## config.mk

```make
export PLATFORM = sky130hd
export DESIGN_NAME = instrCache
export DESIGN_NICKNAME = d
export VERILOG_FILES = /design/src/common/memPkg.sv /design/src/icache/instrCache.sv
export SDC_FILE = /design/constraint.sdc
export NUM_CORES = 1
export LEC_CHECK = 0
export BUFFER_PORTS_ARGS = -buffer_cell sky130_fd_sc_hd__buf_2
export CORE_AREA = 2 2 345 347
export CTS_BUF_LIST = sky130_fd_sc_hd__clkbuf_4
export DETAILED_ROUTE_END_ITERATION = 8
export DIE_AREA = 0 0 347 349
export PLACE_DENSITY = 0.46
export SETUP_SLACK_MARGIN = 0.3
export SLEW_MARGIN = 20
export SYNTH_ARGS = -nofsm -noshare
export SYNTH_HDL_FRONTEND = slang
export SYNTH_SLANG_ARGS = --single-unit
```

## constraint.sdc

```tcl
create_clock -name clk -period 17.6 [get_ports clk]
set_clock_uncertainty 0.1 [all_clocks]
set_input_delay 1.76 -clock clk [delete_from_list [all_inputs] [get_ports clk]]
set_output_delay 1.76 -clock clk [all_outputs]
set_load 0.05 [all_outputs]
```

## src/common/memPkg.sv

```systemverilog
package memPkg;

  // Bus widths shared by the caches, the arbiter and the memory
  localparam int addrWidth = 32;
  localparam int dataWidth = 32;

  // Golden-ratio multiplier for the memory fill pattern
  localparam logic [dataWidth-1:0] fillMult = 32'h9E3779B1;

  // Cache controller states
  // csRelease waits for ack to fall once req has dropped
  typedef enum logic [1:0] {
    csIdle,
    csRequest,
    csRelease
  } cacheState;

  // Arbiter grant owner
  typedef enum logic [1:0] {
    gsNone,
    gsFetch,
    gsData
  } grantState;

  // Reset value of a memory word, from its word index
  function automatic logic [dataWidth-1:0] fillWord(input logic [addrWidth-1:0] wordIdx);
    fillWord = wordIdx * fillMult;
  endfunction

endpackage

```

## src/icache/instrCache.sv

```systemverilog
`timescale 1ns/100ps

module instrCache #(
  parameter int numLines = 16
) (
  input  logic                         clk,
  input  logic                         rstN,
  input  logic                         fetchReq,
  input  logic [memPkg::addrWidth-1:0] fetchAddr,
  output logic [memPkg::dataWidth-1:0] instr,
  output logic                         iStall,
  output logic                         fReq,
  output logic [memPkg::addrWidth-1:0] fAddr,
  input  logic                         fAck,
  input  logic [memPkg::dataWidth-1:0] busRData
);
  import memPkg::*;

  // Byte address split: tag | index | 2-bit byte offset
  localparam int indexWidth = $clog2(numLines);
  localparam int tagWidth = addrWidth - indexWidth - 2;

  logic [numLines-1:0] validBits;
  logic [tagWidth-1:0] tagArr [numLines];
  logic [dataWidth-1:0] dataArr [numLines];

  cacheState state;
  logic [addrWidth-1:0] missAddr;

  logic [indexWidth-1:0] lookIdx;
  logic [tagWidth-1:0] lookTag;
  logic [indexWidth-1:0] fillIdx;
  logic [tagWidth-1:0] fillTag;
  logic hit;
  logic fillEn;

  // Lookup on the live fetch address
  assign lookIdx = fetchAddr[indexWidth+1:2];
  assign lookTag = fetchAddr[addrWidth-1:indexWidth+2];
  assign hit = validBits[lookIdx] && (tagArr[lookIdx] == lookTag);

  // Refill target comes from the address captured at the miss
  assign fillIdx = missAddr[indexWidth+1:2];
  assign fillTag = missAddr[addrWidth-1:indexWidth+2];

  // Line is written on the cycle ack is seen
  assign fillEn = (state == csRequest) && fAck;

  assign instr = dataArr[lookIdx];
  assign iStall = fetchReq && !hit;

  assign fReq = (state == csRequest);
  assign fAddr = missAddr;

  // Refill controller and valid bits
  always_ff @(posedge clk) begin
    if (!rstN) begin
      state <= csIdle;
      validBits <= '0;
    end else begin
      case (state)
        csIdle: begin
          if (fetchReq && !hit) state <= csRequest;
        end
        csRequest: begin
          if (fAck) begin
            state <= csRelease;
            validBits[fillIdx] <= 1'b1;
          end
        end
        // Next request only after ack is back low
        csRelease: begin
          if (!fAck) state <= csIdle;
        end
        default: state <= csIdle;
      endcase
    end
  end

  // Tag and data arrays, plus the captured miss address
  always_ff @(posedge clk) begin
    if (state == csIdle && fetchReq && !hit) missAddr <= fetchAddr;
    if (fillEn) begin
      tagArr[fillIdx] <= fillTag;
      dataArr[fillIdx] <= busRData;
    end
  end

  // Four-phase rule: req is held until ack arrives
  fReqHeld: assert property (@(posedge clk) disable iff (!rstN)
    fReq && !fAck |=> fReq)
    else $error("instrCache dropped fReq before fAck");

endmodule

```

==> results of run 1 <==
==> cells in the mapped netlist (all sizes together), types with 9 or more instances <==
cell	count	area share, %
xnor2	26	0.61
nor2	23	0.23
mux2i	55	1.5
xor2	13	0.31
o21a	17	0.34
edfxtp	960	77
nand4	9	0.15
mux4	259	16
clkbuf	21	0.21
nor3	13	0.17
a21oi	9	0.12
dfxtp	18	0.97
buf	51	0.90
nand2	15	0.15
==> worst max path at each step <==
stage | startpoint | to | slack (ns) | depth (start not counted)
floorplan | fAck | dataArr[0][0] | 10.74 | 3
global placement | fetchAddr[2] | iStall | 9.20 | 10
detailed placement | fetchAddr[2] | iStall | 9.25 | 10
CTS | fetchAddr[2] | iStall | 9.24 | 10
global route | fetchAddr[2] | iStall | 9.10 | 11
finish | fetchAddr[3] | iStall | 9.38 | 10
==> registers in the layout, summed over array words and instances, names as in the netlist <==
register / count
tagArr: 416
dataArr: 512
validBits: 16
fAddr: 32
state: 2
==> final cells by class <==
class	instances	area share [%]
Antenna cell	9	0.0522
Clock buffer	409	7.11
Clock inverter	34	0.365
Inverter	4	0.0348
Multi-Input combinational cell	501	18.0
Sequential cell	978	67.6
Tap cell	1536	4.45
Timing Repair Buffer	174	2.40
==> where the power goes <==
part / total, mW / switching, mW / leakage [nW] / internal (mW)
Sequential: 2.60 / 0.0212 / 8.80 / 2.58
Combinational: 0.266 / 0.172 / 3.16 / 0.0942
Clock: 1.96 / 0.894 / 1.97 / 1.06
Total: 4.82 / 1.09 / 13.9 / 3.74
==> per-layer routing <==
metal | track usage (%) | part of all wire, % | vias up
met5 | 0 | 0.054 | -
li1 | - | - | 7611
met4 | 5.29 | 1.7 | 8
met3 | 4.05 | 5.7 | 161
met1 | 22.1 | 45 | 9741
met2 | 25.4 | 48 | 592
==> critical path: stages <==
cell and delay [ns]:
buf_8 0.67, buf_12 0.76, mux4_2 0.60, o22ai_1 0.26, nor2_1 0.11, xor2_1 0.14, or3_1 0.41, nor4_1 0.83
a21boi_0 0.39, buf_2 0.31
==> cells by family (layout without fill, tap and decap cells) <==
family | count (synthesis) | in the layout
xor+xnor | 39 | 39
flops | 978 | 978
buf+inv | 76 | 621
compound gates | 57 | 57
other cells | 0 | 9
mux | 315 | 315
simple gates | 90 | 90
==> results_dict.tcl, run 1 <==
set metrics [dict create \
    place.port_buffers 133 \
    p_total_mw 4.82 \
    rr_startpoint "tagArr[7][3]" \
    setup_viol_count_final 0 \
    hold_viol 0 \
    min_to "validBits[6]" \
    slew_headroom_pct 29.6 \
    grt_pass1_wl_um 139000 \
    setup_tns_ns 0 \
    synth-compound-area-share_pct 1.08 \
    synthXorXnorAreaFrac_pct 0.917 \
    avgSynthCellArea_um2 24.0 \
    nFillCells 10800 \
    clock-sinks 978 \
    layout.nets 2003 \
    multiInputGateArea_um2 7750 \
    fmax_mhz 122 \
    die_w_um 347 \
    htree_levels 5 \
    vias 18100 \
    grt_max_degree 137 \
    ys_seq_area_share_pct 78.4 \
    gp_congestion 0.713 \
    holdBufCountCts 0 \
    via_per_inst 4.97 \
    rsz0062_at_grt "false" \
    critPathKind "input port to output port" \
    drt_iter0_markers 1313 \
    dp_hpwl_um 49400 \
    dieArea_um2 121000 \
    hold_depth 1 \
    track_usage_pct 16.2 \
    ys_ff_latch 978 \
    clockBufferDepth 4 \
    stdcell_count 3645 \
    outcome "finished clean" \
    min_from "validBits[6]" \
    syn_nets 1623 \
    seq_area_um2 29200 \
    fp.dieH_um 349 \
    muxShareOfSynthArea_pct 17.2 \
    crit_fanout 136 \
    cts_buffers 276 \
    p_leak_nw 13.9 \
    fin_area_um2 43200 \
    synthDistinctLibCells 51 \
    setup_slack_ns 9.38 \
    grt_pass1_vias 19700 \
    gr-total-overflow 0 \
    initial_core_util_pct 31.7 \
    synth_top_flop_cell "edfxtp_1" \
    dpl.cell_count 3192 \
    design.core.area_um2 117000 \
    synth-simple-area-share_pct 1.27 \
    p_per_area_nw_per_um2 112 \
    reg2reg_depth 9 \
    ios 134 \
    synthToLayoutAreaGrowth_pct 15.9 \
    reg2reg_slack_ns 13.71 \
    synth-edff-count 960 \
    drive_gt1_share_pct 41.3 \
    worstPathArrival_ns 6.36 \
    hold_path.class "flip-flop to flip-flop" \
    async_reset_ff_share_pct 0 \
    tightestPinTransition_ns 1.05 \
    insertion_delay_ns 1.18 \
    synth_top_family_by_area "multiplexers" \
    cts-root-buf "clkbuf_4" \
    synthAdderAreaFrac_pct 0 \
    required_ns 15.74 \
    layout_commonest_cell "edfxtp_1" \
    clkTransAtPathRegs_ns 0.06 \
    fin_crit_sh_pct 46.7 \
    final_cell_mix "edfxtp_1 (960), clkbuf_4 (409), mux4_2 (254)" \
    synth_area_um2 37300 \
    place_area_um2 39900 \
    crit_path_start_kind "input port" \
    maxSlewViolCount 0 \
    cts_resized 0 \
    rows 126 \
    post-route-min-period_ns 8.22 \
    wl_um 96800 \
    postLayoutCoreUtil_pct 36.8 \
    drc 0 \
    synth_warnings 0 \
    antenna_found_initial 11 \
    wl_per_cell_um 26.6 \
    r2r_end "state[0]" \
    cts_setup_buffers 0 \
    post-place-ws_ns 9.25 \
    drv_cap 0 \
    cts_tree "built" \
    synth_cells 1555 \
    drt_first_pass_iters 7 \
    endpoint_kind "output port" \
    peakVddDrop_mv 0.0552 \
    timing.hold.ws_ns 0.359 \
    ant_nets 0 \
]
(Power assumes the default switching activity.)
==> inputs of run 2 (changes only) <==
--- a/config.mk
+++ b/config.mk
@@ -5,11 +5,12 @@
 export SDC_FILE = /design/constraint.sdc
 export NUM_CORES = 1
 export LEC_CHECK = 0
+export ABC_AREA = 1
 export BUFFER_PORTS_ARGS = -buffer_cell sky130_fd_sc_hd__buf_2
-export CORE_AREA = 2 2 345 347
+export CORE_AREA = 2 2 353 355
 export CTS_BUF_LIST = sky130_fd_sc_hd__clkbuf_4
 export DETAILED_ROUTE_END_ITERATION = 8
-export DIE_AREA = 0 0 347 349
+export DIE_AREA = 0 0 355 357
 export PLACE_DENSITY = 0.46
 export SETUP_SLACK_MARGIN = 0.3
 export SLEW_MARGIN = 20
==> constraint.sdc (replaced) <==
create_clock -name clk -period 8.6 [get_ports clk]
set_clock_uncertainty 0.1 [all_clocks]
set_input_delay 0.86 -clock clk [delete_from_list [all_inputs] [get_ports clk]]
set_output_delay 0.86 -clock clk [all_outputs]
set_load 0.05 [all_outputs]
==> run 2 against run 1 <==
  * Synthesized area is 4.9% higher
  * Sequential cell count did not move
  * Combinational power up 150%
  * Clock-buffer cell count is 18 higher
==> results_dict.tcl, run 2 <==
set metrics [dict create \
    synth_top_area_share_pct 73.8 \
    crit_family "buffers and inverters" \
    cp_slowest_cell "buf_4" \
    synthDistinctLibCells 26 \
    p_per_area_nw_per_um2 224 \
    antenna_found_initial 7 \
    crit_fanout 51 \
    netlist_top_cells_count "edfxtp_1 (960), nand2_1 (522), nor2_1 (436), o21ai_0 (287), nand3_1 (263)" \
    cts-root-buf "clkbuf_4" \
    synth_warnings 0 \
    timing.hold.ws_ns 0.103 \
    hold_viol 0 \
    gr-total-overflow 0 \
    track_usage_pct 18.1 \
    async_reset_ff_share_pct 0 \
    clkTransAtPathRegs_ns 0.07 \
    critical_path_buf_inv_count 7 \
    synth_top_flop_cell "edfxtp_1" \
    synth-edff-count 960 \
    grt_max_degree 190 \
    fp.dieH_um 357 \
    wl_per_cell_um 21.9 \
    via_per_inst 4.87 \
    layout_commonest_cell "edfxtp_1" \
    synth_area_um2 39100 \
    rows 129 \
    die_w_um 355 \
    p_leak_nw 16.2 \
    clock-sinks 978 \
    fmax_mhz 168 \
    cts_resized 0 \
    cpMostUsedCell "nand2_1" \
    avgSynthCellArea_um2 12.5 \
    grt_pass1_vias 25600 \
    synthTopCellsByArea "edfxtp_1 (74%), nand2_1 (5.0%), nor2_1 (4.2%)" \
    p_total_mw 10.2 \
    ant_nets 0 \
    clockBufferDepth 4 \
    layout.nets 3518 \
    synth_cells 3119 \
    cts_buffers 283 \
    endpoint_kind "output port" \
    critPathKind "input port to output port" \
    initial_core_util_pct 31.8 \
    wl_um 116000 \
    drc 0 \
    dieArea_um2 127000 \
    synth_most_common_cell "edfxtp_1" \
    synth_top_cell_by_area "edfxtp_1" \
    nFillCells 12300 \
    drv_cap 0 \
    post-route-min-period_ns 5.95 \
    fin_crit_sh_pct 69.2 \
    place.port_buffers 133 \
    tightestPinTransition_ns 1.10 \
    setup_tns_ns 0 \
    drt_iter0_markers 2232 \
    slew_headroom_pct 26.5 \
    dp_hpwl_um 55600 \
    grt_pass1_wl_um 169000 \
    syn_nets 3187 \
    gp_congestion 0.720 \
    largest_register_ffs 512 \
    drive_gt1_share_pct 17.5 \
    required_ns 7.64 \
    synthToLayoutAreaGrowth_pct 16.2 \
    hold_path.class "input port to flip-flop" \
    rsz0062_at_grt "false" \
    worstPathArrival_ns 4.99 \
    holdBufCountCts 63 \
    ys_ff_latch 978 \
    crit_path_max_incr_delay_ns 0.76 \
    ios 134 \
    crit_path_start_kind "input port" \
    ys_seq_area_share_pct 74.7 \
    setup_viol_count_final 0 \
    cts_tree "built" \
    htree_levels 5 \
    insertion_delay_ns 1.19 \
    maxSlewViolCount 0 \
    top_register "dataArr" \
    design.core.area_um2 123000 \
    drt_first_pass_iters 5 \
    peakVddDrop_mv 0.126 \
    vias 25700 \
    cts_setup_buffers 0 \
    outcome "finished clean" \
    final_cell_mix "edfxtp_1 (960), nand2_1 (522), clkbuf_4 (427)" \
    crit_chain "dlygate4sd3_1, buf_6, buf_4, buf_4, nand3_1, nand3_1, nand2_1, nand2_1, nand2_1, inv_1, nand2_1, nor2_1, nand2_1, nor2_1, nand2_1, nand2_1, inv_1, buf_2" \
]
==> run 2: changes by cell type after synthesis, sizes merged, moves of 103 or more <==
cell    delta
nand2    +507
inv      +178
mux4     -259
o21ai    +330
nor2     +413
nand3    +263
o221ai   +103
==> run 2: area by class of cell <==
type,instances,area (um^2),share of cell area (%)
flip-flops and latches,978,29200,64.2
multi-input cells,1763,8340,18.4
clock buffers,427,3210,7.05
well taps,1637,2050,4.51
repair buffers,242,1730,3.80
inverters,182,708,1.56
clock inverters,45,200,0.441
diodes,9,22.5,0.0496
==> run 2: cells by family (layout without fill, tap and decap cells) <==
logic type / after synthesis / count (layout) / synth area share (%)
AND/OR/NAND/NOR: 1230 / 1230 / 12.7
flip-flops: 978 / 978 / 74.7
AO/OA/AOI/OAI: 533 / 533 / 8.30
buffers and inverters: 378 / 896 / 4.30
other: 0 / 9 / 0
==> run 2: where the power goes <==
| group | internal, mW | switching (mW) | total (mW) |
|---|---|---|---|
| Clock | 2.28 | 1.93 | 4.21 |
| Combinational | 0.167 | 0.494 | 0.661 |
| Sequential | 5.27 | 0.0458 | 5.32 |
| Total | 7.72 | 2.47 | 10.2 |
==> run 2: routing by layer <==
layer,global-route usage (%),share of wire (%),wire [um],vias to the layer above
met5,0,0.028,33,-
met4,7.60,2.8,3230,6
met3,3.38,5.3,6200,212
met2,28.7,46,53600,757
met1,24.4,46,52800,12700
li1,-,-,-,12000
==> run 2: stage by stage <==
stage / setup slack [ns] / cell area, um^2 / utilization, % / std cells
6_report: 2.65 / 45400 / 36.9 / 5283
5_1_grt: 2.44 / 45400 / 36.9 / 5282
4_1_cts: 2.59 / 45400 / 36.9 / 5274
3_5_place_dp: 3.03 / 41400 / 33.6 / 4739
3_3_place_gp: 3.03 / 41400 / 33.6 / 4738
2_1_floorplan: 4.03 / 39100 / - / 3119
==> run 2: final timing paths <==
kind                               startpoint              to  slack (ns)  depth (start not counted)
worst max-delay path             fetchAddr[4]          iStall        2.65                         18
worst min-delay path             fetchAddr[2]        fAddr[2]        0.10                          1
worst max register to register       state[0]  dataArr[7][19]        5.06                          8
worst min register to register  validBits[14]   validBits[14]        0.36                          2
==> inputs of run 3 (changes only) <==
--- a/config.mk
+++ b/config.mk
@@ -5,12 +5,12 @@
 export SDC_FILE = /design/constraint.sdc
 export NUM_CORES = 1
 export LEC_CHECK = 0
-export ABC_AREA = 1
+export ABC_AREA = 0
 export BUFFER_PORTS_ARGS = -buffer_cell sky130_fd_sc_hd__buf_2
-export CORE_AREA = 2 2 353 355
+export CORE_AREA = 2 2 345 347
 export CTS_BUF_LIST = sky130_fd_sc_hd__clkbuf_4
 export DETAILED_ROUTE_END_ITERATION = 8
-export DIE_AREA = 0 0 355 357
+export DIE_AREA = 0 0 347 349
 export PLACE_DENSITY = 0.46
 export SETUP_SLACK_MARGIN = 0.3
 export SLEW_MARGIN = 20
==> constraint.sdc (replaced) <==
create_clock -name clk -period 6.2 [get_ports clk]
set_clock_uncertainty 0.1 [all_clocks]
set_input_delay 0.62 -clock clk [delete_from_list [all_inputs] [get_ports clk]]
set_output_delay 0.62 -clock clk [all_outputs]
set_load 0.05 [all_outputs]
==> run 3 against run 2 <==
  * Non-clock buffer count up 10
  * Global-route usage fell by 2.0 points
  * Critical path depth shrank 6
  * Final area decreased by 3.0%
  * Worst hold slack improved by 0.049 ns
  * First-iteration DRC count is 34% lower
  * Final cell count down 30%
  * Total power is 36% higher
  * Utilization rose by 0.57 points
  * Setup slack worse by 1.8 ns
  * Critical path type unchanged
  * Highest routed layer unchanged
==> results_dict.tcl, run 3 (same netlist as run 1, synthesis figures left out) <==
set metrics [dict create \
    p_leak_nw 14.3 \
    cts-root-buf "clkbuf_4" \
    htree_levels 5 \
    synthToLayoutAreaGrowth_pct 18.3 \
    crit_path_max_incr_delay_ns 0.61 \
    drt_iter0_markers 1470 \
    maxSlewViolCount 0 \
    fin_crit_sh_pct 86.4 \
    drv_cap 0 \
    outcome "finished clean" \
    cts_tree "built" \
    p_per_area_nw_per_um2 313 \
    crit_chain "dlygate4sd3_1, buf_6, buf_4, mux4_2, mux2i_1, mux2i_1, xnor2_1, nand2_1, nor4_1, buf_4, a21boi_0, buf_2" \
    nFillCells 10800 \
    grt_pass1_vias 20000 \
    hold_viol 0 \
    hold_path.class "input port to flip-flop" \
    routed.top_layer "met5" \
    tightestPinTransition_ns 1.02 \
    layout.nets 2083 \
    wl_per_cell_um 26.1 \
    ios 134 \
    crit_family "buffers and inverters" \
    via_per_inst 4.92 \
    critical_path_buf_inv_count 5 \
    multiInputGateArea_um2 7780 \
    drc 0 \
    fmax_mhz 187 \
    crit_fanout 61 \
    fp.dieH_um 349 \
    cp_slowest_cell "nor4_1" \
    grt_max_degree 65 \
    seq_area_um2 29200 \
    place.port_buffers 133 \
    final_cell_mix "edfxtp_1 (960), clkbuf_4 (399), mux4_2 (254)" \
    required_ns 5.48 \
    critPathKind "input port to output port" \
    wl_met1_um 44400 \
    gp_congestion 0.732 \
    antenna_found_initial 5 \
    rsz0062_at_grt "false" \
    post-route-min-period_ns 5.35 \
    cts_setup_buffers 0 \
    rows 126 \
    track_usage_pct 16.1 \
    peakVddDrop_mv 0.136 \
    largest_register_ffs 512 \
    wl_um 97000 \
    design.core.area_um2 117000 \
    timing.hold.ws_ns 0.152 \
    dieArea_um2 121000 \
    dp_hpwl_um 49400 \
    drive_gt1_share_pct 40.1 \
    gr-total-overflow 0 \
    slew_headroom_pct 31.7 \
    crit_path_start_kind "input port" \
    holdBufCountCts 69 \
    cts_resized 0 \
    endpoint_kind "output port" \
    setup_viol_count_final 0 \
    clock-sinks 978 \
    insertion_delay_ns 1.13 \
    ant_nets 0 \
    vias 18300 \
    grt_pass1_wl_um 139000 \
    clockBufferDepth 4 \
    die_w_um 347 \
    worstPathArrival_ns 4.63 \
    wl_met3_um 4430 \
    dr_wl_met2_um 46300 \
    setup_tns_ns 0 \
    drt_first_pass_iters 5 \
    top_register "dataArr" \
    clkTransAtPathRegs_ns 0.06 \
    layout_commonest_cell "edfxtp_1" \
    cts_buffers 278 \
    initial_core_util_pct 31.7 \
]
## run 3: layout make-up
class	count	share of cell area, %
clock inverter	44	0.645
clock buffer	399	6.80
antenna	6	0.0341
tap	1536	4.36
sequential	978	66.2
timing repair buffer	252	4.22
multi-input combinational	501	17.7
inverter	4	0.0341
## run 3: layer usage
| layer | vias up | GRT usage, % |
|---|---|---|
| li1 | 7759 | - |
| met4 | 2 | 5.60 |
| met3 | 174 | 3.35 |
| met2 | 525 | 25.4 |
| met1 | 9825 | 22.3 |
| met5 | - | 0 |
## run 3: per-stage QoR
stage	worst slack, ns	power [mW]	instance area, um^2	util [%]	instances
after floorplan	1.42	8.01	37300	-	1555
after global placement	1.22	8.28	40100	34.1	3202
after detailed placement	1.30	8.29	40100	34.1	3202
after CTS	0.720	14.0	44000	37.5	3714
after global routing	0.633	14.4	44100	37.5	3719
final	0.845	13.8	44100	37.5	3720
## run 3: power by group
part           leakage (nW)  switching (mW)  internal, mW
registers              8.80          0.0624          7.32
clock network          1.99            2.55          3.09
logic                  3.51           0.491         0.300
total                  14.3            3.11          10.7
## run 3: path summary, 6_finish.rpt
check / from / endpoint / slack, ns / cells after the start
setup / recovery: fetchAddr[4] / iStall / 0.85 / 12
hold / removal: fetchAddr[2] / fAddr[2] / 0.15 / 2
setup reg to reg: tagArr[14][3] / state[0] / 2.37 / 10
hold reg to reg: validBits[14] / validBits[14] / 0.36 / 1
