==> src/common/memPkg.sv <==
package memPkg;

  // Bus widths shared by the caches, the arbiter and the memory
  localparam int addrWidth = 32;
  localparam int dataWidth = 32;

  // Golden-ratio multiplier for the memory fill pattern
  localparam logic [dataWidth-1:0] fillMult = 32'h9E3779B1;

  // Cache controller states
  // csRelease waits for ack to fall once req has dropped
  typedef enum logic [1:0] {
    csIdle,
    csRequest,
    csRelease
  } cacheState;

  // Arbiter grant owner
  typedef enum logic [1:0] {
    gsNone,
    gsFetch,
    gsData
  } grantState;

  // Reset value of a memory word, from its word index
  function automatic logic [dataWidth-1:0] fillWord(input logic [addrWidth-1:0] wordIdx);
    fillWord = wordIdx * fillMult;
  endfunction

endpackage

==> src/source/busArbiter.sv <==
`timescale 1ns/100ps

module busArbiter (
  input  logic                         clk,
  input  logic                         rstN,
  input  logic                         fReq,
  input  logic [memPkg::addrWidth-1:0] fAddr,
  output logic                         fAck,
  input  logic                         dReq,
  input  logic [memPkg::addrWidth-1:0] dAddr,
  input  logic                         dWrite,
  input  logic [memPkg::dataWidth-1:0] dWData,
  output logic                         dAck,
  output logic                         mReq,
  output logic [memPkg::addrWidth-1:0] mAddr,
  output logic                         mWrite,
  output logic [memPkg::dataWidth-1:0] mWData,
  input  logic                         mAck
);
  import memPkg::*;

  grantState grant;

  // Grant register
  // data side wins a tie, release waits for the full handshake
  always_ff @(posedge clk) begin
    if (!rstN) begin
      grant <= gsNone;
    end else begin
      case (grant)
        gsNone: begin
          if (dReq) grant <= gsData;
          else if (fReq) grant <= gsFetch;
        end
        gsFetch: begin
          if (!fReq && !mAck) grant <= gsNone;
        end
        gsData: begin
          if (!dReq && !mAck) grant <= gsNone;
        end
        default: grant <= gsNone;
      endcase
    end
  end

  // Steer the granted master onto the memory side
  assign mReq = (grant == gsFetch) ? fReq : (grant == gsData) ? dReq : 1'b0;
  assign mAddr = (grant == gsData) ? dAddr : fAddr;
  assign mWrite = (grant == gsData) && dWrite;
  assign mWData = (grant == gsData) ? dWData : '0;

  // Ack only reaches its owner
  assign fAck = (grant == gsFetch) && mAck;
  assign dAck = (grant == gsData) && mAck;

  ackOneHot: assert property (@(posedge clk) disable iff (!rstN)
    !(fAck && dAck))
    else $error("busArbiter acked both masters");

  grantStable: assert property (@(posedge clk) disable iff (!rstN)
    (mReq || mAck) |=> grant == $past(grant))
    else $error("busArbiter switched grant inside a handshake");

endmodule

==> config.mk <==
export PLATFORM = sky130hd
export DESIGN_NAME = busArbiter
export DESIGN_NICKNAME = d
export VERILOG_FILES = /design/src/common/memPkg.sv /design/src/source/busArbiter.sv
export SDC_FILE = /design/constraint.sdc
export NUM_CORES = 1
export LEC_CHECK = 0
export BUFFER_PORTS_ARGS = -buffer_cell sky130_fd_sc_hd__buf_2
export CORE_AREA = 2 2 66 68
export DETAILED_ROUTE_END_ITERATION = 10
export DIE_AREA = 0 0 68 70
export PLACE_DENSITY = 0.68
export SLEW_MARGIN = 20
export SYNTH_ARGS = -nofsm -noshare
export SYNTH_HDL_FRONTEND = slang
export SYNTH_SLANG_ARGS = --single-unit
==> constraint.sdc <==
create_clock -name clk -period 1.5 [get_ports clk]
set_clock_uncertainty 0.15 [all_clocks]
set_input_delay 0.075 -clock clk [delete_from_list [all_inputs] [get_ports clk]]
set_output_delay 0.075 -clock clk [all_outputs]
set_load 0.01 [all_outputs]
==> impl_metrics.sql, run 1 <==
INSERT INTO impl_metrics (metric_group, metric, value, unit) VALUES
('power', 'p_per_area', '469', 'nW/um^2'),
('floorplanning', 'fp-row-count', '24', ''),
('timing', 'final.setup.tns', '-5.50', 'ns'),
('placement', 'detailed_place.area', '1670', 'sq um'),
('cells_and_area', 'stdcell_area', '2130', 'sq um'),
('timing', 'report.final.hold_viol_count', '0', ''),
('run_status', 'outcome', 'finished with violations', ''),
('timing', 'tightest_slew', '0.147', 'ns'),
('yosys', 'syn_avg_cell_area', '8.76', 'sq um'),
('min_path', 'timing.hold.worst.start', 'mAck', ''),
('cells_and_area', 'largest_register_ffs', '2', ''),
('power', 'total_leakage_power', '0.00125', 'uW'),
('cts', 'cts_h_tree_depth', '1', ''),
('power', 'ir_drop', '0.000242', 'V'),
('run_status', 'failed_checks', 'negative setup slack', ''),
('timing', 'finalMaxSlewViolations', '0', ''),
('setup_path', 'worst_r2r_endpoint', 'grant[0]$_SDFFE_PN0P_', ''),
('cts', 'cts_buffer_depth', '2', ''),
('placement', 'dp.cells', '306', ''),
('detailed_routing', 'dr_wl_met3', '553', 'um'),
('detailed_routing', 'detailroute.wirelength.met2', '2.03', 'mm'),
('placement', 'post_dp_hpwl', '2.68', 'mm'),
('min_path', 'timing.hold.worst_path_depth', '3', ''),
('setup_path', 'path_class', 'reg -> out', ''),
('min_path', 'min_to', 'grant[0]$_SDFFE_PN0P_', ''),
('setup_path', 'crit_path_cell_trace', 'nor2b_4 -> buf_4 -> clkbuf_16 -> mux2_2 -> buf_2', ''),
('timing', 'max_freq', '0.608', 'GHz'),
('cells_and_area', 'drive_gt1_frac', '0.820', ''),
('cts', 'cts_root_buffer', 'sky130_fd_sc_hd__clkbuf_8', ''),
('yosys', 'synth_nets', '189', ''),
('yosys', 'netlist-cell-type-count', '17', ''),
('detailed_routing', 'drt-pass1-iter-count', '4', ''),
('cells_and_area', 'n_antenna_cell', '0', ''),
('yosys', 'syn_area', '762', 'sq um'),
('setup_path', 'crit_path_start_kind', 'flop', ''),
('floorplanning', 'chipHeight', '70', 'um'),
('floorplanning', 'core_area', '4140', 'sq um'),
('timing', 'max_slew_margin', '0.901', ''),
('setup_path', 'critical_path_buf_inv_count', '3', ''),
('floorplanning', 'effective_utilization_at_floorplan', '0.184', ''),
('setup_path', 'cp_max_fo', '8', ''),
('grt', 'all_layer_global_routing_usage', '0.119', ''),
('timing', 'final-setup-viol-count', '62', ''),
('detailed_routing', 'detail_route.wl_per_cell', '12.5', 'um'),
('cells_and_area', 'area_growth_syn_to_layout', '179', '%'),
('grt', 'first_global_vias', '1096', ''),
('placement', 'gp_congestion', '0.709', ''),
('grt', 'grt_antenna_before_repair', '0', ''),
('floorplanning', 'fp.dieW', '68', 'um'),
('detailed_routing', 'viasPerCell', '4.15', ''),
('setup_path', 'cp_data_arrival_time', '1.42', 'ns'),
('cts', 'cts_tree', 'built', ''),
('cts', 'cts.sinks', '2', ''),
('setup_path', 'length_in_cells_of_the_worst_reg_to_reg_path', '3', ''),
('yosys', 'ys.warnings.count', '0', ''),
('placement', 'port_buffers', '169', ''),
('timing', 'layout_setup_ws', '-0.145', 'ns'),
('cts', 'num_cts_buffers', '3', ''),
('cts', 'clock_insertion_delay_worst_skew', '0.21', 'ns'),
('cells_and_area', 'reg.largest.list', 'grant (2)', ''),
('timing', 'timing.final.crit_share', '1.10', ''),
('detailed_routing', 'drc_errors', '0', ''),
('floorplanning', 'ios', '170', ''),
('cells_and_area', 'nets', '371', ''),
('floorplanning', 'design.die.area', '4760', 'sq um'),
('min_path', 'holdCritPathClass', 'in -> reg', ''),
('detailed_routing', 'route.antenna.remaining_nets', '0', ''),
('timing', 'post-route-min-period', '1.64', 'ns'),
('detailed_routing', 'metal1_wirelength', '1.37', 'mm'),
('flow_run', 'timing.max_cap.violations', '0', ''),
('detailed_routing', 'totalWireLength', '3.98', 'mm');
## report_power, final
group | leakage (uW) | total (uW) | switching, uW | internal, uW
clock network | 0.0000216 | 207 | 37.8 | 169
logic | 0.00121 | 729 | 265 | 465
registers | 0.0000168 | 60.6 | 2.91 | 57.7
total | 0.00125 | 997 | 305 | 692
## Yosys cell counts (all sizes together)
cell type,instances,area share
nor2,1,0.0049
nor3b,1,0.0099
o21ai,2,0.013
a21oi,2,0.013
nand2,2,0.0099
nand2b,1,0.0082
inv,1,0.0049
mux2,32,0.50
dfxtp,2,0.053
clkbuf,3,0.020
and2,34,0.28
nor2b,1,0.018
nand3b,1,0.0099
buf,4,0.054
## through the flow
step	power (uW)	utilization	worst slack (ns)	hold WS [ns]
after floorplan	329	-	0.155	0.0545
after CTS	850	0.439	-0.154	0.0117
after global placement	576	0.402	0.102	0.178
after global routing	1070	0.513	-0.185	0.0226
final	997	0.513	-0.145	0.0140
after detailed placement	581	0.402	0.0690	0.183
## how the worst max path moves through the flow
stage,end,cells after the start,start,slack (ns)
after floorplan,mAddr[25],4,grant[1]$_SDFFE_PN0P_,0.15
after global placement,mAddr[24],4,grant[1]$_SDFFE_PN0P_,0.10
after detailed placement,mAddr[18],4,grant[1]$_SDFFE_PN0P_,0.07
after CTS,mAddr[18],4,grant[1]$_SDFFE_PN0P_,-0.15
after global routing,mAddr[18],5,grant[1]$_SDFFE_PN0P_,-0.19
final,mAddr[11],5,grant[1]$_SDFFE_PN0P_,-0.14
## cells in the final DEF (no fill, tap or decap), drive strengths merged
master / synthesis / routed
and2: 34 / 34
nand3b: 1 / 1
dfxtp: 2 / 2
a21oi: 2 / 2
clkbuf: 3 / 6
dlygate4sd3: 0 / 2
buf: 4 / 179
nor3b: 1 / 1
o21ai: 2 / 2
nor2: 1 / 1
inv: 1 / 1
nand2b: 1 / 1
mux2: 32 / 32
nor2b: 1 / 1
nand2: 2 / 2
## layer usage
layer  global-route usage  vias up
li1                     -      654
met1                0.114      574
met2                0.235       94
met3               0.0274        2
met4               0.0400        0
met5                    0        -
## worst register-to-register path, stage by stage, from the launching register on
cell and delay, ns:
sky130_fd_sc_hd__dfxtp_1 0.33, sky130_fd_sc_hd__buf_4 0.16, sky130_fd_sc_hd__o21ai_0 0.16, sky130_fd_sc_hd__a21oi_1 0.09
## what timing repair did
item                                   in CTS  in global routing
gates cloned                                0                  4
endpoints found under the hold margin       2                  0
resized for setup                          18                 40
setup buffers                               2                  2
setup endpoints to repair                  55                 62
hold buffers                                2                  0
## kinds of logic (layout without fill, tap and decap cells)
kind of cell           count (synthesis)  count (layout)  share of synthesized area
multiplexers                          32              32                      0.502
AO/OA/AOI/OAI                          4               4                     0.0263
AND/OR/NAND/NOR                       41              41                      0.340
buffers and inverters                  8             188                     0.0788
flip-flops                             2               2                     0.0525
## area by class of cell
| class | count | area (sq um) |
|---|---|---|
| well taps | 52 | 65.1 |
| fillers | 382 | 2020 |
| flip-flops and latches | 2 | 41.3 |
| repair buffers | 184 | 1250 |
| clock buffers | 3 | 41.3 |
| multi-input cells | 77 | 729 |
| inverters | 1 | 3.75 |
Power figures use the tool's default switching activity.
==> run 2, diff against run 1 <==
--- a/config.mk
+++ b/config.mk
@@ -5,7 +5,7 @@
 export SDC_FILE = /design/constraint.sdc
 export NUM_CORES = 1
 export LEC_CHECK = 0
-export BUFFER_PORTS_ARGS = -buffer_cell sky130_fd_sc_hd__buf_2
+export BUFFER_PORTS_ARGS = -buffer_cell sky130_fd_sc_hd__buf_4
 export CORE_AREA = 2 2 66 68
 export DETAILED_ROUTE_END_ITERATION = 10
 export DIE_AREA = 0 0 68 70
==> impl_metrics.sql, run 2 (synthesis results as in run 1) <==
INSERT INTO impl_metrics (metric_group, metric, value, unit) VALUES
('run_status', 'outcome', 'finished with violations', ''),
('run_status', 'failed_checks', 'negative setup slack', ''),
('timing', 'report.final.hold_viol_count', '0', ''),
('floorplanning', 'chipHeight', '70', 'um'),
('cts', 'cts_root_buffer', 'sky130_fd_sc_hd__clkbuf_8', ''),
('timing', 'final_hold_slack', '0.00647', 'ns'),
('timing', 'max_slew_margin', '0.882', ''),
('floorplanning', 'ios', '170', ''),
('cells_and_area', 'nets', '375', ''),
('timing', 'timing.final.crit_share', '1.11', ''),
('cts', 'cts_buffer_depth', '2', ''),
('timing', 'final-setup-viol-count', '60', ''),
('min_path', 'holdCritPathClass', 'in -> reg', ''),
('grt', 'all_layer_global_routing_usage', '0.147', ''),
('timing', 'max_freq', '0.603', 'GHz'),
('grt', 'grt_antenna_before_repair', '0', ''),
('placement', 'port_buffers', '169', ''),
('detailed_routing', 'detail_route.wl_per_cell', '14.4', 'um'),
('detailed_routing', 'totalWireLength', '4.65', 'mm'),
('cells_and_area', 'fill_cells', '344', ''),
('placement', 'detailed_place.area', '2110', 'sq um'),
('grt', 'global_route_wire_length_before_repair', '5.50', 'mm'),
('cts', 'clock_insertion_delay_worst_skew', '0.21', 'ns'),
('timing', 'rsz0062_at_grt', 'yes', ''),
('cells_and_area', 'drive_gt1_frac', '0.893', ''),
('setup_path', 'crit_path_start_kind', 'flop', ''),
('detailed_routing', 'drt-pass1-iter-count', '4', ''),
('timing', 'tightest_slew', '0.175', 'ns'),
('power', 'p_per_area', '446', 'nW/um^2'),
('floorplanning', 'design.die.area', '4760', 'sq um'),
('cells_and_area', 'reg.largest.list', 'grant (2)', ''),
('cells_and_area', 'n_antenna_cell', '0', ''),
('timing', 'finalMaxSlewViolations', '0', ''),
('power', 'total_power', '1210', 'uW'),
('timing', 'final.setup.tns', '-5.95', 'ns'),
('cells_and_area', 'stdcell_area', '2700', 'sq um'),
('floorplanning', 'fp-row-count', '24', ''),
('cts', 'cts_h_tree_depth', '1', ''),
('floorplanning', 'effective_utilization_at_floorplan', '0.184', ''),
('grt', 'first_global_vias', '1256', ''),
('setup_path', 'path_class', 'reg -> out', ''),
('timing', 'post-route-min-period', '1.66', 'ns'),
('cts', 'cts_tree', 'built', ''),
('setup_path', 'worstPathRequired', '1.27', 'ns'),
('cells_and_area', 'final_common_cell', 'sky130_fd_sc_hd__buf_4', ''),
('setup_path', 'cp_data_arrival_time', '1.43', 'ns'),
('cells_and_area', 'largest_register_ffs', '2', ''),
('cts', 'num_cts_buffers', '3', ''),
('setup_path', 'cp_max_fo', '7', ''),
('detailed_routing', 'drc_errors', '0', ''),
('power', 'ir_drop', '0.000218', 'V'),
('placement', 'preCtsSetupSlack', '0.0345', 'ns'),
('cts', 'worst_setup_hold_path_clk_slew', '0.03', 'ns'),
('timing', 'layout_setup_ws', '-0.158', 'ns'),
('floorplanning', 'core_area', '4140', 'sq um'),
('placement', 'gp_congestion', '0.708', ''),
('cells_and_area', 'leading_cell_types_in_the_layout_fill_and_taps_excluded', 'sky130_fd_sc_hd__buf_4, sky130_fd_sc_hd__buf_6, sky130_fd_sc_hd__mux2_4', ''),
('cells_and_area', 'regMostFlops', 'grant', ''),
('power', 'total_leakage_power', '0.00146', 'uW'),
('placement', 'post_dp_hpwl', '3.18', 'mm'),
('detailed_routing', 'routed-via-count', '1361', ''),
('grt', 'gr-total-overflow', '0', ''),
('floorplanning', 'fp.dieW', '68', 'um'),
('detailed_routing', 'drt-initial-drc-count', '16', ''),
('cts', 'cts.sinks', '2', ''),
('flow_run', 'timing.max_cap.violations', '0', ''),
('grt', 'grt_max_degree', '33', ''),
('cells_and_area', 'area_growth_syn_to_layout', '255', '%'),
('detailed_routing', 'viasPerCell', '4.21', ''),
('detailed_routing', 'route.antenna.remaining_nets', '0', ''),
('setup_path', 'end_kind', 'output pin', '');
[run 2: cell types whose count changed in the layout (fill, tap and decap cells not counted), moves of 2 or more]
cell	before	now
sky130_fd_sc_hd__buf_2	138	0
sky130_fd_sc_hd__buf_6	34	52
sky130_fd_sc_hd__and2_4	0	17
sky130_fd_sc_hd__mux2_4	24	32
sky130_fd_sc_hd__buf_4	5	125
sky130_fd_sc_hd__and2_1	34	17
sky130_fd_sc_hd__mux2_2	8	0
sky130_fd_sc_hd__buf_8	0	3
sky130_fd_sc_hd__buf_16	0	2
[run 2: per-layer routing]
layer / global-route usage / vias to the layer above / routed length [um]
li1: - / 662 / -
met1: 0.164 / 601 / 1530
met2: 0.261 / 94 / 2440
met3: 0.0435 / 4 / 637
met4: 0.0467 / 0 / 37
met5: 0 / - / 0
[run 2: stage by stage]
step | std cells | util
finish | 323 | 0.652
global route | 323 | 0.652
CTS | 316 | 0.569
detailed placement | 306 | 0.510
global placement | 306 | 0.510
floorplan | 87 | -
[run 2: critical path, stage by stage (launching register included)]
cell and delay [ns]:
sky130_fd_sc_hd__dfxtp_2 0.31, sky130_fd_sc_hd__nor2b_4 0.17, sky130_fd_sc_hd__buf_12 0.16, sky130_fd_sc_hd__clkbuf_16 0.16
sky130_fd_sc_hd__mux2_4 0.30, sky130_fd_sc_hd__buf_6 0.12
[run 2: path summary, 6_finish.rpt]
| kind | cells after the start | endpoint | start | slack, ns |
|---|---|---|---|---|
| worst max-delay path | 5 | mAddr[16] | grant[1]$_SDFFE_PN0P_ | -0.16 |
| worst min-delay path | 3 | grant[0]$_SDFFE_PN0P_ | fReq | 0.006 |
| worst max register to register | 3 | grant[0]$_SDFFE_PN0P_ | grant[0]$_SDFFE_PN0P_ | 0.51 |
| worst min register to register | 2 | grant[1]$_SDFFE_PN0P_ | grant[0]$_SDFFE_PN0P_ | 0.41 |
[run 2: layout make-up]
cell class	instances	area (sq um)	share of cell area
inverters	1	3.75	0.00139
repair buffers	188	1750	0.647
clock buffers	3	41.3	0.0153
multi-input cells	77	802	0.297
flip-flops and latches	2	42.5	0.0157
well taps	52	65.1	0.0241
[run 2: where the power goes]
| group | switching, uW | internal (uW) |
|---|---|---|
| logic | 293 | 642 |
| registers | 2.39 | 58.0 |
| clock network | 40.0 | 170 |
[run 2: timing repair]
action                     4_1_cts  5_1_grt
setup endpoints to repair       32       66
gates resized for setup         34       71
hold endpoints to repair         2        0
hold buffers                     1        0
setup buffers                    5        4
gates cloned                     1        5
pin swaps                        2       12
==> run 3, diff against run 2 <==
--- a/config.mk
+++ b/config.mk
@@ -5,10 +5,11 @@
 export SDC_FILE = /design/constraint.sdc
 export NUM_CORES = 1
 export LEC_CHECK = 0
+export ABC_AREA = 1
 export BUFFER_PORTS_ARGS = -buffer_cell sky130_fd_sc_hd__buf_4
-export CORE_AREA = 2 2 66 68
+export CORE_AREA = 2 2 67 69
 export DETAILED_ROUTE_END_ITERATION = 10
-export DIE_AREA = 0 0 68 70
+export DIE_AREA = 0 0 69 71
 export PLACE_DENSITY = 0.68
 export SLEW_MARGIN = 20
 export SYNTH_ARGS = -nofsm -noshare
==> constraint.sdc (replaced) <==
create_clock -name clk -period 1.5 [get_ports clk]
set_clock_uncertainty 0.15 [all_clocks]
set_input_delay 0.225 -clock clk [delete_from_list [all_inputs] [get_ports clk]]
set_output_delay 0.225 -clock clk [all_outputs]
set_load 0.01 [all_outputs]
==> impl_metrics.sql, run 3 <==
INSERT INTO impl_metrics (metric_group, metric, value, unit) VALUES
('yosys', 'ys_seq_area_frac', '0.0480', ''),
('floorplanning', 'fp-row-count', '24', ''),
('cts', 'cts_root_buffer', 'sky130_fd_sc_hd__clkbuf_8', ''),
('power', 'comb_power_share', '0.786', ''),
('cells_and_area', 'nets', '472', ''),
('cells_and_area', 'largest_register_ffs', '2', ''),
('min_path', 'holdCritPathClass', 'in -> reg', ''),
('cells_and_area', 'fin_util', '0.533', ''),
('cts', 'num_cts_buffers', '3', ''),
('grt', 'gr-total-overflow', '0', ''),
('cts', 'cts.sinks', '2', ''),
('grt', 'first_global_vias', '1528', ''),
('cells_and_area', 'seqCellArea', '42.5', 'sq um'),
('floorplanning', 'fp.dieW', '69', 'um'),
('detailed_routing', 'detail_route.wl_per_cell', '10.2', 'um'),
('setup_path', 'critical-path-top-delay-family', 'buffers and inverters', ''),
('power', 'cell_internal_pwr', '785', 'uW'),
('detailed_routing', 'totalWireLength', '4.30', 'mm'),
('yosys', 'yosys.area.top_type_share', '0.472', ''),
('setup_path', 'cp_max_fo', '24', ''),
('detailed_routing', 'drt-pass1-iter-count', '4', ''),
('power', 'p_per_area', '590', 'nW/um^2'),
('detailed_routing', 'drt-initial-drc-count', '60', ''),
('yosys', 'post-synth-top-area-cell', 'sky130_fd_sc_hd__nand2_1', ''),
('setup_path', 'startpoint', 'grant[1]$_SDFFE_PN0P_', ''),
('yosys', 'synth_nets', '304', ''),
('cells_and_area', 'regMostFlops', 'grant', ''),
('grt', 'all_layer_global_routing_usage', '0.165', ''),
('setup_path', 'cpPeakStageDelay', '0.33', 'ns'),
('timing', 'finalMaxSlewViolations', '0', ''),
('detailed_routing', 'routed-via-count', '1675', ''),
('placement', 'post_dp_hpwl', '3.53', 'mm'),
('min_path', 'timing.hold.worst.start', 'rstN', ''),
('cts', 'cts_tree', 'built', ''),
('yosys', 'synthXorXnorAreaFrac', '0', ''),
('timing', 'final-setup-viol-count', '67', ''),
('yosys', 'synth-main-ff-cell', 'sky130_fd_sc_hd__dfxtp_1', ''),
('flow_run', 'timing.max_cap.violations', '0', ''),
('run_status', 'outcome', 'finished with violations', ''),
('timing', 'report.final.hold_viol_count', '0', ''),
('yosys', 'asyncSetResetFlopFracSynth', '0', ''),
('timing', 'post-route-min-period', '1.60', 'ns'),
('setup_path', 'critical_path_buf_inv_count', '4', ''),
('power', 'pwr-share-seq', '0.055', ''),
('power', 'clkPwrFrac', '0.159', ''),
('grt', 'global_route_wire_length_before_repair', '6.78', 'mm'),
('cells_and_area', 'multi_input_area', '609', 'sq um'),
('floorplanning', 'core_area', '4200', 'sq um'),
('detailed_routing', 'drc_errors', '0', ''),
('setup_path', 'crit_path_start_kind', 'flop', ''),
('detailed_routing', 'route.antenna.remaining_nets', '0', ''),
('power', 'netSwitchingPower', '536', 'uW'),
('yosys', 'synthCells', '202', ''),
('setup_path', 'end_kind', 'output pin', ''),
('placement', 'port_buffers', '169', ''),
('floorplanning', 'chipHeight', '71', 'um'),
('setup_path', 'cp_data_arrival_time', '1.23', 'ns'),
('detailed_routing', 'viasPerCell', '3.99', ''),
('placement', 'detailed_place.area', '2160', 'sq um'),
('floorplanning', 'design.die.area', '4900', 'sq um'),
('yosys', 'yosys.area_share.adder', '0', ''),
('yosys', 'postSynthRegisterBits', '2', ''),
('placement', 'dp.cells', '417', ''),
('floorplanning', 'ios', '170', ''),
('timing', 'max_slew_margin', '0.866', ''),
('power', 'ir_drop', '0.000390', 'V'),
('cells_and_area', 'final_common_cell', 'sky130_fd_sc_hd__buf_4', ''),
('cells_and_area', 'area_growth_syn_to_layout', '168', '%'),
('yosys', 'syn_avg_cell_area', '4.13', 'sq um'),
('yosys', 'syn_area', '835', 'sq um'),
('yosys', 'netlist-cell-type-count', '12', ''),
('cells_and_area', 'fill_cells', '462', ''),
('cells_and_area', 'stdcell_area', '2240', 'sq um'),
('yosys', 'synth_simple_gate_area_share', '0.673', ''),
('timing', 'layout_setup_ws', '-0.100', 'ns'),
('yosys', 'post_synth_most_frequent_cells', 'sky130_fd_sc_hd__nand2_1, sky130_fd_sc_hd__inv_1, sky130_fd_sc_hd__nor2_1', ''),
('setup_path', 'worstPathRequired', '1.12', 'ns'),
('yosys', 'post_synth_main_area_contributors', 'sky130_fd_sc_hd__nand2_1, sky130_fd_sc_hd__inv_1, sky130_fd_sc_hd__nor2_1', ''),
('yosys', 'synth_compound_gate_area_share', '0.0165', ''),
('cells_and_area', 'reg.largest.list', 'grant (2)', ''),
('min_path', 'timing.hold.worst_path_depth', '3', ''),
('setup_path', 'reg2reg_from', 'grant[1]$_SDFFE_PN0P_', ''),
('setup_path', 'length_in_cells_of_the_worst_reg_to_reg_path', '8', ''),
('cts', 'postCtsResizedCells', '4', ''),
('grt', 'grt_antenna_before_repair', '0', ''),
('timing', 'final.setup.tns', '-3.72', 'ns'),
('yosys', 'ys.warnings.count', '0', ''),
('setup_path', 'critPathMostFrequentCell', 'sky130_fd_sc_hd__inv_2', ''),
('cts', 'cts_buffer_depth', '2', ''),
('timing', 'rsz0062_at_grt', 'yes', ''),
('cts', 'worst_setup_hold_path_clk_slew', '0.03', 'ns'),
('floorplanning', 'effective_utilization_at_floorplan', '0.199', ''),
('timing', 'tightest_slew', '0.200', 'ns'),
('yosys', 'synth_most_common_cell', 'sky130_fd_sc_hd__nand2_1', ''),
('setup_path', 'crit_path_cell_trace', 'inv_2 -> nor2_4 -> inv_2 -> buf_12 -> o22ai_2 -> buf_4', ''),
('timing', 'max_freq', '0.625', 'GHz'),
('placement', 'gp_congestion', '0.731', ''),
('cells_and_area', 'leading_cell_types_in_the_layout_fill_and_taps_excluded', 'sky130_fd_sc_hd__buf_4, sky130_fd_sc_hd__nand2_1, sky130_fd_sc_hd__inv_1', ''),
('cells_and_area', 'n_antenna_cell', '0', ''),
('min_path', 'min_to', 'grant[0]$_SDFFE_PN0P_', ''),
('yosys', 'yosys-mux-area-fraction', '0', ''),
('yosys', 'combinational_family_with_the_most_area_after_synthesis', 'simple AND/OR/NAND/NOR gates', ''),
('setup_path', 'rrSetupSlack', '0.22', 'ns'),
('setup_path', 'critical_path.slowest_cell', 'sky130_fd_sc_hd__dfxtp_2', ''),
('cells_and_area', 'drive_gt1_frac', '0.524', ''),
('cts', 'postCtsHoldBufs', '0', ''),
('cts', 'cts_setup_buffers', '0', ''),
('cells_and_area', 'final_cells', '420', ''),
('cts', 'cts_h_tree_depth', '1', ''),
('grt', 'grt_max_degree', '44', ''),
('power', 'power.share.switching', '0.406', ''),
('setup_path', 'path_class', 'reg -> out', ''),
('timing', 'timing.final.crit_share', '1.07', ''),
('cts', 'clock_insertion_delay_worst_skew', '0.21', 'ns'),
('setup_path', 'worst_r2r_endpoint', 'grant[0]$_SDFFE_PN0P_', ''),
('run_status', 'failed_checks', 'negative setup slack', ''),
('power', 'total_leakage_power', '0.00150', 'uW'),
('yosys', 'number_of_synthesized_flops_with_an_enable_pin', '0', '');
run 3: through the flow:
step | setup WS [ns] | hold slack, ns | power [uW]
final | -0.100 | 0.107 | 1320
after floorplan | 0.0895 | 0.199 | 515
after global placement | 0.0970 | 0.329 | 1090
after CTS | -0.0978 | 0.107 | 1330
after detailed placement | 0.0826 | 0.329 | 1100
after global routing | -0.187 | 0.112 | 1440
run 3: cells by family (layout without fill, tap and decap cells):
logic type	count (synthesis)	after routing
flip-flops	2	2
AO/OA/AOI/OAI	2	2
AND/OR/NAND/NOR	147	147
buffers and inverters	51	217
run 3: power by group through the flow:
stage / registers [uW] / clock network (uW) / logic (uW)
detailed placement: 71.7 / 0 / 1030
global route: 73.4 / 227 / 1140
CTS: 73.0 / 214 / 1040
global placement: 71.1 / 0 / 1020
finish: 73.0 / 210 / 1040
floorplan: 70.6 / 0 / 445
run 3: per-layer routing:
layer | global-route usage | wire (um) | vias up
met5 | 0 | 0 | -
met4 | 0.0392 | 20 | 0
met3 | 0.0442 | 483 | 2
met2 | 0.316 | 2210 | 102
met1 | 0.181 | 1580 | 678
li1 | - | - | 893
run 3: final cells by class:
class / count / area share
Timing Repair Buffer: 173 / 0.593
Tap cell: 52 / 0.0291
Inverter: 41 / 0.0687
Clock buffer: 3 / 0.0184
Multi-Input combinational cell: 149 / 0.272
Sequential cell: 2 / 0.0190
run 3: worst max path at each step:
stage / to / slack, ns / depth (start not counted)
6_report: mReq / -0.10 / 6
3_3_place_gp: mAddr[31] / 0.1 / 6
4_1_cts: mReq / -0.1 / 6
3_5_place_dp: mReq / 0.08 / 6
5_1_grt: mAddr[1] / -0.19 / 7
2_1_floorplan: mWData[0] / 0.09 / 6
run 3: worst min-delay path, delay by kind of cell:
family                 cells  cell delay, ns
buffers and inverters      1            0.11
AND/OR/NAND/NOR            2            0.08
